## config.mk

```make
export PLATFORM = sky130hd
export DESIGN_NAME = proc_top
export DESIGN_NICKNAME = d
export VERILOG_FILES = /design/src/rtl/rv_pkg.sv /design/src/rtl/proc_top.sv /design/src/rtl/proc_control.sv /design/src/rtl/alu.sv /design/src/rtl/reg_file.sv /design/src/rtl/instr_decode.sv
export SDC_FILE = /design/constraint.sdc
export NUM_CORES = 2
export LEC_CHECK = 0
export BUFFER_PORTS_ARGS = -buffer_cell sky130_fd_sc_hd__clkbuf_2
export CORE_ASPECT_RATIO = 2
export CORE_MARGIN = 1
export CORE_UTILIZATION = 25
export DETAILED_ROUTE_END_ITERATION = 6
export PLACE_DENSITY = 0.39
export SLEW_MARGIN = 10
export SYNTH_ARGS = -nofsm -noshare
export SYNTH_HDL_FRONTEND = slang
export SYNTH_SLANG_ARGS = --single-unit
```

## constraint.sdc

```tcl
create_clock -name clk -period 54.7 [get_ports clk]
set_clock_uncertainty 0.2 [all_clocks]
set_input_delay 13.675 -clock clk [delete_from_list [all_inputs] [get_ports clk]]
set_output_delay 13.675 -clock clk [all_outputs]
set_load 0.02 [all_outputs]
```

## src/rtl/rv_pkg.sv

```systemverilog
// shared widths, encodings and bus structs for the RV32I core; import into every RTL and test file
`default_nettype none

package rv_pkg;

    localparam int xlen          = 32;
    localparam int reg_sel_width = 5;
    localparam int num_regs      = 32;

    typedef logic [xlen-1:0]          word_t;
    typedef logic [reg_sel_width-1:0] reg_sel_t;

    // major opcodes, bits 6:0 of the instruction
    typedef enum logic [6:0] {
        OPIMM  = 7'b0010011,
        LOAD   = 7'b0000011,
        STORE  = 7'b0100011,
        BRANCH = 7'b1100011,
        OP     = 7'b0110011,
        LUI    = 7'b0110111,
        AUIPC  = 7'b0010111
    } opcode_t;

    // immediate group
    localparam logic [2:0] f3_addi  = 3'b000;
    localparam logic [2:0] f3_slti  = 3'b010;
    localparam logic [2:0] f3_sltiu = 3'b011;
    localparam logic [2:0] f3_xori  = 3'b100;
    localparam logic [2:0] f3_ori   = 3'b110;
    localparam logic [2:0] f3_andi  = 3'b111;
    // only word accesses are supported
    localparam logic [2:0] f3_word  = 3'b010;

    // branch group
    localparam logic [2:0] f3_beq  = 3'b000;
    localparam logic [2:0] f3_bne  = 3'b001;
    localparam logic [2:0] f3_blt  = 3'b100;
    localparam logic [2:0] f3_bge  = 3'b101;
    localparam logic [2:0] f3_bltu = 3'b110;
    localparam logic [2:0] f3_bgeu = 3'b111;

    // register group
    localparam logic [2:0] f3_add  = 3'b000;
    localparam logic [2:0] f3_sll  = 3'b001;
    localparam logic [2:0] f3_slt  = 3'b010;
    localparam logic [2:0] f3_sltu = 3'b011;
    localparam logic [2:0] f3_xor  = 3'b100;
    localparam logic [2:0] f3_srl  = 3'b101;
    localparam logic [2:0] f3_or   = 3'b110;
    localparam logic [2:0] f3_and  = 3'b111;

    localparam logic [6:0] f7_base = 7'b0000000;
    localparam logic [6:0] f7_alt  = 7'b0100000;
    localparam logic [6:0] f7_mext = 7'b0000001;

    // {funct7, funct3} of the register group
    localparam logic [9:0] f10_add  = {f7_base, f3_add};
    localparam logic [9:0] f10_sub  = {f7_alt,  f3_add};
    localparam logic [9:0] f10_sll  = {f7_base, f3_sll};
    localparam logic [9:0] f10_slt  = {f7_base, f3_slt};
    localparam logic [9:0] f10_sltu = {f7_base, f3_sltu};
    localparam logic [9:0] f10_xor  = {f7_base, f3_xor};
    localparam logic [9:0] f10_srl  = {f7_base, f3_srl};
    localparam logic [9:0] f10_sra  = {f7_alt,  f3_srl};
    localparam logic [9:0] f10_or   = {f7_base, f3_or};
    localparam logic [9:0] f10_and  = {f7_base, f3_and};
    localparam logic [9:0] f10_mul  = {f7_mext, f3_add};

    // memory-mapped store targets
    localparam word_t out_addr  = 32'd1000;
    localparam word_t halt_addr = 32'd1004;

    typedef struct packed {
        logic [6:0] funct7;
        reg_sel_t   rs2;
        reg_sel_t   rs1;
        logic [2:0] funct3;
        reg_sel_t   rd;
        opcode_t    opcode;
    } r_fmt_t;

    typedef struct packed {
        logic [11:0] imm;
        reg_sel_t    rs1;
        logic [2:0]  funct3;
        reg_sel_t    rd;
        opcode_t     opcode;
    } i_fmt_t;

    typedef struct packed {
        logic [6:0] imm_hi;
        reg_sel_t   rs2;
        reg_sel_t   rs1;
        logic [2:0] funct3;
        logic [4:0] imm_lo;
        opcode_t    opcode;
    } s_fmt_t;

    typedef struct packed {
        logic       imm12;
        logic [5:0] imm10_5;
        reg_sel_t   rs2;
        reg_sel_t   rs1;
        logic [2:0] funct3;
        logic [3:0] imm4_1;
        logic       imm11;
        opcode_t    opcode;
    } b_fmt_t;

    typedef struct packed {
        logic [19:0] imm;
        reg_sel_t    rd;
        opcode_t     opcode;
    } u_fmt_t;

    // one fetched word, viewed per instruction format
    typedef union packed {
        r_fmt_t r;
        i_fmt_t i;
        s_fmt_t s;
        b_fmt_t b;
        u_fmt_t u;
    } instr_u;

    typedef enum logic [4:0] {
        alu_add, alu_sub, alu_sll, alu_slt, alu_sltu, alu_xor,
        alu_srl, alu_sra, alu_or, alu_and, alu_mul,
        alu_beq, alu_bne, alu_blt, alu_bge, alu_bltu, alu_bgeu
    } alu_op_t;

    typedef enum logic [2:0] {
        cls_alu, cls_load, cls_store, cls_branch, cls_lui, cls_auipc, cls_illegal
    } op_class_t;

    typedef struct packed {
        op_class_t op_class;
        alu_op_t   alu_op;
        reg_sel_t  rd;
        reg_sel_t  rs1;
        reg_sel_t  rs2;
        word_t     imm;
        logic      use_imm;
    } decoded_t;

    typedef struct packed {
        word_t addr;
        word_t wr_data;
        logic  rd_req;
        logic  wr_req;
    } mem_req_t;

    typedef struct packed {
        logic     en;
        reg_sel_t sel;
        word_t    data;
    } reg_wr_t;

endpackage

`default_nettype wire
```

## src/rtl/proc_top.sv

```systemverilog
// top level of the RV32I core, connects decoder, register file, alu and sequencer to the memory
`timescale 1ns/1ns
`default_nettype none

module proc_top
    import rv_pkg::*;
(
    input  wire logic  clk,
    input  wire logic  rst,
    output mem_req_t   mem_req,
    input  wire word_t mem_rd_data,
    input  wire logic  mem_ack,
    output word_t      out_data,
    output logic       out_valid,
    output logic       halt
);

    instr_u   instr;
    decoded_t dec;
    word_t    rs1_data;
    word_t    rs2_data;
    word_t    alu_b;
    word_t    alu_result;
    logic     taken;
    reg_wr_t  reg_wr;

    // second operand is the immediate for op-imm, load and store
    assign alu_b = dec.use_imm ? dec.imm : rs2_data;

    instr_decode u_decode (
        .word (instr),
        .dec  (dec)
    );

    reg_file u_regs (
        .clk      (clk),
        .rst      (rst),
        .rs1      (dec.rs1),
        .rs2      (dec.rs2),
        .wr       (reg_wr),
        .rs1_data (rs1_data),
        .rs2_data (rs2_data)
    );

    alu u_alu (
        .op     (dec.alu_op),
        .a      (rs1_data),
        .b      (alu_b),
        .result (alu_result),
        .taken  (taken)
    );

    proc_control u_ctrl (
        .clk         (clk),
        .rst         (rst),
        .mem_rd_data (mem_rd_data),
        .mem_ack     (mem_ack),
        .dec         (dec),
        .rs1_data    (rs1_data),
        .rs2_data    (rs2_data),
        .alu_result  (alu_result),
        .taken       (taken),
        .instr       (instr),
        .mem_req     (mem_req),
        .reg_wr      (reg_wr),
        .out_data    (out_data),
        .out_valid   (out_valid),
        .halt        (halt)
    );

endmodule

`default_nettype wire

```

## src/rtl/proc_control.sv

```systemverilog
// sequencer of the multicycle core: fetch, data access, writeback, mapped output and halt
`timescale 1ns/1ns
`default_nettype none

module proc_control
    import rv_pkg::*;
(
    input  wire logic     clk,
    input  wire logic     rst,
    input  wire word_t    mem_rd_data,
    input  wire logic     mem_ack,
    input  wire decoded_t dec,
    input  wire word_t    rs1_data,
    input  wire word_t    rs2_data,
    input  wire word_t    alu_result,
    input  wire logic     taken,
    output instr_u        instr,
    output mem_req_t      mem_req,
    output reg_wr_t       reg_wr,
    output word_t         out_data,
    output logic          out_valid,
    output logic          halt
);

    // c0 first request, c1 fetch wait, c2 data wait
    typedef enum logic [1:0] {
        st_c0,
        st_c1,
        st_c2,
        st_halted
    } state_t;

    state_t   state;
    state_t   next_state;
    word_t    pc;
    word_t    next_pc;
    logic     pend_load;
    logic     next_pend_load;
    reg_sel_t pend_rd;
    reg_sel_t next_pend_rd;

    logic  fetch;
    word_t fetch_addr;
    word_t pc_plus4;
    word_t pc_rel;

    // the read data is only taken as an instruction in c1
    assign instr    = mem_rd_data;
    assign pc_plus4 = pc + 32'd4;
    assign pc_rel   = pc + dec.imm;
    assign halt     = state == st_halted;

    always_comb begin
        next_state     = state;
        next_pc        = pc;
        next_pend_load = pend_load;
        next_pend_rd   = pend_rd;
        mem_req        = '0;
        reg_wr         = '0;
        out_data       = '0;
        out_valid      = 1'b0;
        fetch          = 1'b0;
        fetch_addr     = pc_plus4;

        case (state)
            st_c0: begin
                // hold off the first fetch while reset is asserted
                if (!rst) begin
                    fetch      = 1'b1;
                    fetch_addr = pc;
                end
            end
            st_c1: begin
                if (mem_ack) begin
                    case (dec.op_class)
                        cls_alu: begin
                            reg_wr = '{en: 1'b1, sel: dec.rd, data: alu_result};
                            fetch  = 1'b1;
                        end
                        cls_lui: begin
                            reg_wr = '{en: 1'b1, sel: dec.rd, data: dec.imm};
                            fetch  = 1'b1;
                        end
                        cls_auipc: begin
                            reg_wr = '{en: 1'b1, sel: dec.rd, data: pc_rel};
                            fetch  = 1'b1;
                        end
                        cls_branch: begin
                            fetch = 1'b1;
                            if (taken) begin
                                fetch_addr = pc_rel;
                            end
                        end
                        cls_load: begin
                            mem_req.addr   = alu_result;
                            mem_req.rd_req = 1'b1;
                            next_pend_load = 1'b1;
                            next_pend_rd   = dec.rd;
                            next_state     = st_c2;
                        end
                        cls_store: begin
                            case (alu_result)
                                out_addr: begin
                                    // mapped output, nothing goes to memory
                                    out_data  = rs2_data;
                                    out_valid = 1'b1;
                                    fetch     = 1'b1;
                                end
                                halt_addr: next_state = st_halted;
                                default: begin
                                    mem_req.addr    = alu_result;
                                    mem_req.wr_data = rs2_data;
                                    mem_req.wr_req  = 1'b1;
                                    next_pend_load  = 1'b0;
                                    next_state      = st_c2;
                                end
                            endcase
                        end
                        default: next_state = st_halted;
                    endcase
                end
            end
            st_c2: begin
                if (mem_ack) begin
                    if (pend_load) begin
                        reg_wr = '{en: 1'b1, sel: pend_rd, data: mem_rd_data};
                    end
                    fetch = 1'b1;
                end
            end
            default: begin
                // halted, stays here until reset
            end
        endcase

        if (fetch) begin
            mem_req.addr   = fetch_addr;
            mem_req.rd_req = 1'b1;
            next_pc        = fetch_addr;
            next_state     = st_c1;
        end
    end

    always_ff @(posedge clk or posedge rst) begin
        if (rst) begin
            state     <= st_c0;
            pc        <= '0;
            pend_load <= 1'b0;
        end else begin
            state     <= next_state;
            pc        <= next_pc;
            pend_load <= next_pend_load;
        end
    end

    // destination of an outstanding load
    always_ff @(posedge clk) begin
        pend_rd <= next_pend_rd;
    end

endmodule

`default_nettype wire

```

## src/rtl/alu.sv

```systemverilog
// integer alu of the core, gives the arithmetic result and the branch decision
`timescale 1ns/1ns
`default_nettype none

module alu
    import rv_pkg::*;
(
    input  wire alu_op_t op,
    input  wire word_t   a,
    input  wire word_t   b,
    output word_t        result,
    output logic         taken
);

    logic [4:0] shamt;
    logic       lt_s;
    logic       lt_u;
    logic       eq;

    assign shamt = b[4:0];
    assign lt_s  = $signed(a) < $signed(b);
    assign lt_u  = a < b;
    assign eq    = a == b;

    always_comb begin
        result = '0;
        case (op)
            alu_add:  result = a + b;
            alu_sub:  result = a - b;
            alu_sll:  result = a << shamt;
            alu_slt:  result = {31'b0, lt_s};
            alu_sltu: result = {31'b0, lt_u};
            alu_xor:  result = a ^ b;
            alu_srl:  result = a >> shamt;
            alu_sra:  result = $signed(a) >>> shamt;
            alu_or:   result = a | b;
            alu_and:  result = a & b;
            // low word of the product only
            alu_mul:  result = a * b;
            default:  result = '0;
        endcase
    end

    always_comb begin
        taken = 1'b0;
        case (op)
            alu_beq:  taken = eq;
            alu_bne:  taken = !eq;
            alu_blt:  taken = lt_s;
            alu_bge:  taken = !lt_s;
            alu_bltu: taken = lt_u;
            alu_bgeu: taken = !lt_u;
            default:  taken = 1'b0;
        endcase
    end

endmodule

`default_nettype wire

```

## src/rtl/reg_file.sv

```systemverilog
// integer register file of the core, two combinational read ports and one write port
`timescale 1ns/1ns
`default_nettype none

module reg_file
    import rv_pkg::*;
(
    input  wire logic     clk,
    input  wire logic     rst,
    input  wire reg_sel_t rs1,
    input  wire reg_sel_t rs2,
    input  wire reg_wr_t  wr,
    output word_t         rs1_data,
    output word_t         rs2_data
);

    // x0 has no storage
    word_t regs [1:num_regs-1];

    always_ff @(posedge clk or posedge rst) begin
        if (rst) begin
            for (int k = 1; k < num_regs; k++) begin
                regs[k] <= '0;
            end
        end else if (wr.en && wr.sel != '0) begin
            regs[wr.sel] <= wr.data;
        end
    end

    assign rs1_data = (rs1 == '0) ? '0 : regs[rs1];
    assign rs2_data = (rs2 == '0) ? '0 : regs[rs2];

endmodule

`default_nettype wire

```

## src/rtl/instr_decode.sv

```systemverilog
// instruction decoder, turns a fetched word into selects, immediate and op class for the core
`timescale 1ns/1ns
`default_nettype none

module instr_decode
    import rv_pkg::*;
(
    input  wire instr_u word,
    output decoded_t    dec
);

    always_comb begin
        // register selects sit at the same bits in every format
        dec.rd       = word.r.rd;
        dec.rs1      = word.r.rs1;
        dec.rs2      = word.r.rs2;
        dec.op_class = cls_illegal;
        dec.alu_op   = alu_add;
        dec.imm      = '0;
        dec.use_imm  = 1'b0;

        case (word.r.opcode)
            OPIMM: begin
                dec.op_class = cls_alu;
                dec.imm      = {{20{word.i.imm[11]}}, word.i.imm};
                dec.use_imm  = 1'b1;
                case (word.i.funct3)
                    f3_addi:  dec.alu_op = alu_add;
                    f3_slti:  dec.alu_op = alu_slt;
                    f3_sltiu: dec.alu_op = alu_sltu;
                    f3_xori:  dec.alu_op = alu_xor;
                    f3_ori:   dec.alu_op = alu_or;
                    f3_andi:  dec.alu_op = alu_and;
                    // shift immediates are not supported
                    default:  dec.op_class = cls_illegal;
                endcase
            end
            LOAD: begin
                // address comes out of the alu as rs1 + offset
                dec.imm     = {{20{word.i.imm[11]}}, word.i.imm};
                dec.use_imm = 1'b1;
                if (word.i.funct3 == f3_word) begin
                    dec.op_class = cls_load;
                end
            end
            STORE: begin
                dec.imm     = {{20{word.s.imm_hi[6]}}, word.s.imm_hi, word.s.imm_lo};
                dec.use_imm = 1'b1;
                if (word.s.funct3 == f3_word) begin
                    dec.op_class = cls_store;
                end
            end
            BRANCH: begin
                dec.op_class = cls_branch;
                dec.imm = {{19{word.b.imm12}}, word.b.imm12, word.b.imm11,
                           word.b.imm10_5, word.b.imm4_1, 1'b0};
                case (word.b.funct3)
                    f3_beq:  dec.alu_op = alu_beq;
                    f3_bne:  dec.alu_op = alu_bne;
                    f3_blt:  dec.alu_op = alu_blt;
                    f3_bge:  dec.alu_op = alu_bge;
                    f3_bltu: dec.alu_op = alu_bltu;
                    f3_bgeu: dec.alu_op = alu_bgeu;
                    default: dec.op_class = cls_illegal;
                endcase
            end
            OP: begin
                dec.op_class = cls_alu;
                case ({word.r.funct7, word.r.funct3})
                    f10_add:  dec.alu_op = alu_add;
                    f10_sub:  dec.alu_op = alu_sub;
                    f10_sll:  dec.alu_op = alu_sll;
                    f10_slt:  dec.alu_op = alu_slt;
                    f10_sltu: dec.alu_op = alu_sltu;
                    f10_xor:  dec.alu_op = alu_xor;
                    f10_srl:  dec.alu_op = alu_srl;
                    f10_sra:  dec.alu_op = alu_sra;
                    f10_or:   dec.alu_op = alu_or;
                    f10_and:  dec.alu_op = alu_and;
                    f10_mul:  dec.alu_op = alu_mul;
                    default:  dec.op_class = cls_illegal;
                endcase
            end
            LUI: begin
                dec.op_class = cls_lui;
                dec.imm      = {word.u.imm, 12'b0};
            end
            AUIPC: begin
                dec.op_class = cls_auipc;
                dec.imm      = {word.u.imm, 12'b0};
            end
            default: dec.op_class = cls_illegal;
        endcase
    end

endmodule

`default_nettype wire

```

# Yosys cells after proc, flatten, opt, wreduce, memory -nomap -nowiden
# Index checks and enable logic that the tools add are counted.
[totals] wordCells=202 reg_bits=1032 out_inout_bits=100
[classes] order_cmp=6 shift=3 n_mul=1 n_eq_ne=54 reduce_logical=27 n_bitwise=6 mux=66 n_addsub=4
[op_table] op="992-bit bitwise mux" count=1
[op_table] op="32-bit two-way mux" count=18
[op_table] op="32-bit case mux with 11 select lines" count=1
[op_table] op="32-bit binary-select mux with 5-bit select" count=2
[op_table] op="32-bit demux with 5-bit select" count=1
[op_table] op="66-bit two-way mux" count=2
[op_table] op="32-bit case mux with 2 select lines" count=2
[op_table] op="32-bit case mux with 4 select lines" count=1
[op_table] op="38-bit two-way mux" count=3
[op_table] op="38-bit case mux with 3 select lines" count=1
[op_table] op="38-bit case mux with 2 select lines" count=1
[op_table] op="32-bit adder" count=2
[op_table] op="32-bit by 10-bit equality test with 1-bit output (second input constant)" count=2
[op_table] op="32-bit less-than comparator" count=2
[op_table] op="64-bit two-way mux" count=1
[op_table] op="10-bit by 3-bit equality test with 1-bit output (second input constant)" count=4
[op_table] op="5-bit by 4-bit equality test with 1-bit output (second input constant)" count=8
[op_table] op="4-bit case mux with 10 select lines" count=1
[op_table] op="32-bit by 3-bit adder with 32-bit output (second input constant)" count=1
[op_table] op="32-bit bitwise AND" count=1
[op_table] op="32-bit equality test" count=1
[op_table] op="32-bit by 32-bit multiplier with 32-bit output" count=1
[op_table] op="32-bit OR" count=1
[op_table] op="32-bit by 5-bit left shift with 32-bit output" count=1
[op_table] op="54 further kinds" count=108

# Depth between registers and ports, before layout
[logic_depth] ltp_word=17 depth_mapped=50 depth_no_buf=40

# By module
# Synthesis repeated with hierarchy kept, for this count alone.
[hier_totals] cells_unflattened=7851 area_unflattened_um2=85070.3
[by_module_without_submodules] mod="reg_file" n_inst=1 cells_each=3766 area_each_um2=53456.3 seq_area_each_um2=24823.8
[by_module_without_submodules] mod="alu" n_inst=1 cells_each=2995 area_each_um2=23593.9 seq_area_each_um2=0.0
[by_module_without_submodules] mod="proc_control" n_inst=1 cells_each=905 area_each_um2=6540.0 seq_area_each_um2=1026.0
[by_module_without_submodules] mod="instr_decode" n_inst=1 cells_each=149 area_each_um2=935.9 seq_area_each_um2=0.0
[by_module_without_submodules] mod="proc_top" n_inst=1 cells_each=36 area_each_um2=544.3 seq_area_each_um2=0.0

# Worst setup path after synthesis
# OpenSTA, ideal clock, no wires.
[synth_path] path_kind="in2out" startpoint="input port rst" endpoint="output port mem_req[52] (netlist name)" required_ns=40.825 arrival_time_ns=40.187 stages=8 setup_slack_ns=0.638 cell_sequence="clkbuf_1 -> inv_1 -> nand2_1 -> o21ai_0 -> clkbuf_1 -> nor3_1 -> o311ai_0 -> o31ai_1"
[synth_lines] element="from (decl)" line_no="proc_top.sv:9" source="input wire logic rst,"
[synth_lines] element="to (decl)" line_no="proc_top.sv:10" source="output mem_req_t mem_req,"

==> flow_summary.json <==
{
  "rows": 303,
  "synth_top_area_cell": "dfrtp_1",
  "ys_warn_count": 0,
  "timing.fmax_mhz": 22.9,
  "avgSynthCellArea_sq_um": 9.02,
  "critPathMaxFanout": 51,
  "die_w_microns": 415,
  "die_h_microns": 829,
  "clockBufferDepth": 3,
  "holdPathStages": 2,
  "yosys.area.top_type_share_pct": 30.1,
  "gr-usage-met3_pct": 5.64,
  "vias": 80300,
  "ys_seq_area_share_pct": 30.2,
  "drive_above_1_share_pct": 15.2,
  "drtIter0Drc": 8617,
  "wl_microns": 560000,
  "grt_max_degree": 137,
  "syn-num-nets": 10200,
  "status": "finished with violations",
  "violations": "design-rule violations, max-capacitance violations, max-slew violations",
  "placed_area_sq_mm": 0.0916,
  "synth_edf_count": 5,
  "critPathMostFrequentCell": "fa_1",
  "worstSetupPathType": "in2out",
  "grt.met1_usage_pct": 30.1,
  "ant_nets": 0,
  "setup_violations": 0,
  "clk_latency_ns": 0.77,
  "clkSinkCount": 1032,
  "slew_violations": 2,
  "timing.rr.end": "u_ctrl.pc[15]",
  "arrival_ns": 29.73,
  "ir_worst_vdd_v": 0.0000801,
  "hp-start": "u_regs.regs[165]",
  "cellPowerDensity_mw_per_mm2": 34.1,
  "start_util_pct": 25.1,
  "rr_worst_depth": 37,
  "fillers": 36200,
  "ctsHoldBuffers": 0,
  "htreeDepth": 3,
  "antenna_found_initial": 47,
  "holdPathEnd": "u_regs.regs[165]",
  "core_area_sq_mm": 0.340,
  "critPathRequiredTime_ns": 40.83,
  "synthArstFlopShare_pct": 99.5,
  "clkTransAtPathRegs_ns": 0.07,
  "relSlewSlack_pct": -1.74,
  "path_buf_inv": 13,
  "viasPerCell": 5.80,
  "fin_tns_setup_ns": 0,
  "fp.dieArea_sq_mm": 0.344,
  "worst_pin_slew_ns": 1.52,
  "leakage_nw": 40.3,
  "cts.repair.resized": 0,
  "register_area_sq_mm": 0.0258,
  "syn_to_final_growth_pct": 11.3,
  "grtUsageMet2_pct": 55.8,
  "ioPinCount": 135,
  "max_stage_delay_ns": 0.93,
  "first_pass_iters": 7,
  "hpwl_microns": 414000,
  "final_common_cell": "nand2_1",
  "yosys-top-cells-area": "dfrtp_1 30%, fa_1 9.6%, mux4_2 9.3%",
  "postSynthCellCount": 9477,
  "cts_tree": "done",
  "period_share_pct": 79.7,
  "worstHoldPathType": "reg2reg",
  "worst_setup_path_end_kind": "output pin",
  "ys_ff_latch": 1032,
  "final_nets": 10000,
  "worstSetupStartpointType": "input pin",
  "synth_area_sq_mm": 0.0855,
  "drc": 2,
  "grt_pass1_vias": 81900,
  "synth_flop_cell": "dfrtp_1",
  "grt-ovfl-total": 0,
  "multi_input_area_sq_mm": 0.0546,
  "period_minus_slack_ns": 43.61,
  "numCtsBuffers": 94,
  "root_buffer": "clkbuf_16",
  "regToRegSetupSlack_ns": 40.27,
  "portBuffers": 134,
  "layout_common_cells": "1,891 x nand2_1, 1,027 x dfrtp_1, 822 x o21ai_0",
  "cp_top_family": "compound AO/OA/AOI/OAI gates",
  "rsz0062_at_grt": "no",
  "synth_cell_types": 118,
  "cap_violations": 1,
  "grt-busiest-layer": "met2",
  "design_area_sq_mm": 0.0951,
  "wire_per_inst_microns": 40.4,
  "postCtsSetupBuffers": 0,
  "routabilityCongestion": 1.03,
  "grt_usage_pct": 31.9,
  "finalHoldViolations": 0,
  "slowest_stage": "o22ai_1",
  "grt_pass1_wl_microns": 747000,
  "reg2reg_from": "u_regs.regs[390]"
}
-- registers in the layout (all words and copies together) (netlist names) --
signal	cells
u_ctrl.pc	32
u_ctrl.pend_load	1
u_ctrl.pend_rd	5
u_ctrl.state	2
u_regs.regs	992
-- per-layer routing --
metal  share of wire, %  routed length (microns)  vias up
met3                5.8                    32700     1888
met2                 50                   279000     4315
met5              0.042                      233        -
met1                 31                   174000    41200
met4                 13                    73800       34
li1                   -                        -    32900
-- worst max path at each step --
stage                          from          end  slack, ns  cells after the start
floorplan                       rst  mem_req[52]       0.64                      8
global placement    mem_rd_data[20]  mem_req[60]      10.82                     38
detailed placement  mem_rd_data[20]  mem_req[60]      11.36                     43
CTS                 mem_rd_data[20]  mem_req[60]      11.36                     43
global route        mem_rd_data[20]  mem_req[64]      10.98                     45
finish              mem_rd_data[20]  mem_req[64]      11.09                     43
-- metrics by stage --
step           cells  power (mW)  hold WS (ns)  utilization, %  setup WS [ns]
3_3_place_gp   13600        2.47         0.267            26.9          10.82
2_1_floorplan   9477        1.69         0.256               -          0.638
3_5_place_dp   13600        2.46         0.276            26.9          11.36
6_report       13800        3.24         0.297            28.0          11.09
5_1_grt        13800        3.32         0.296            27.9          10.98
4_1_cts        13800        3.22         0.292            27.9          11.36
-- cell families (layout without fill, tap and decap cells) --
| kind of cell | Yosys count | count (layout) | share of synthesized area [%] |
|---|---|---|---|
| AND/OR/NAND/NOR | 3193 | 3193 | 15.8 |
| other | 0 | 33 | 0 |
| XOR/XNOR | 167 | 167 | 1.76 |
| AO/OA/AOI/OAI | 2290 | 2290 | 17.3 |
| flip-flops | 1032 | 1032 | 30.2 |
| buffers and inverters | 1326 | 1233 | 6.71 |
| multiplexers | 801 | 801 | 14.8 |
| adder cells (fa/ha/maj) | 668 | 668 | 13.4 |
-- synth_stat cells, types with 84 or more instances --
cell type,count
mux2i_1,289
nor2_1,659
nand2_1,1910
o21ai_0,844
clkbuf_1,550
nor3_1,95
o211ai_1,84
dfrtp_1,1027
mux4_2,354
a21oi_1,314
mux2_2,153
xnor2_1,115
o22ai_1,84
o31ai_1,156
a22oi_1,161
fa_1,411
buf_2,100
inv_1,491
ha_1,257
nand3_1,136
-- layout make-up --
| type | count | area share, % |
|---|---|---|
| well taps | 4422 | 5.82 |
| clock inverters | 46 | 0.626 |
| diodes | 33 | 0.0868 |
| clock buffers | 131 | 2.80 |
| flip-flops and latches | 1032 | 27.2 |
| inverters | 525 | 2.08 |
| repair buffers | 531 | 4.03 |
| multi-input cells | 7119 | 57.4 |
-- where the power goes --
| group | internal [mW] | switching (mW) | leakage (nW) |
|---|---|---|---|
| Sequential | 0.766 | 0.00893 | 14.4 |
| Clock | 0.385 | 0.362 | 1.59 |
| Combinational | 0.517 | 1.20 | 24.4 |
-- worst register-to-register path: cells and delay by family (launching register included) --
kind            cells  cell delay, ns
compound gates      9            3.90
xor+xnor            1            0.30
fa+ha+maj          10            4.33
buf+inv             8            1.88
flops               1            0.42
mux                 3            1.46
simple gates        6            1.82
Note: power is estimated with default switching activity, not from simulation.
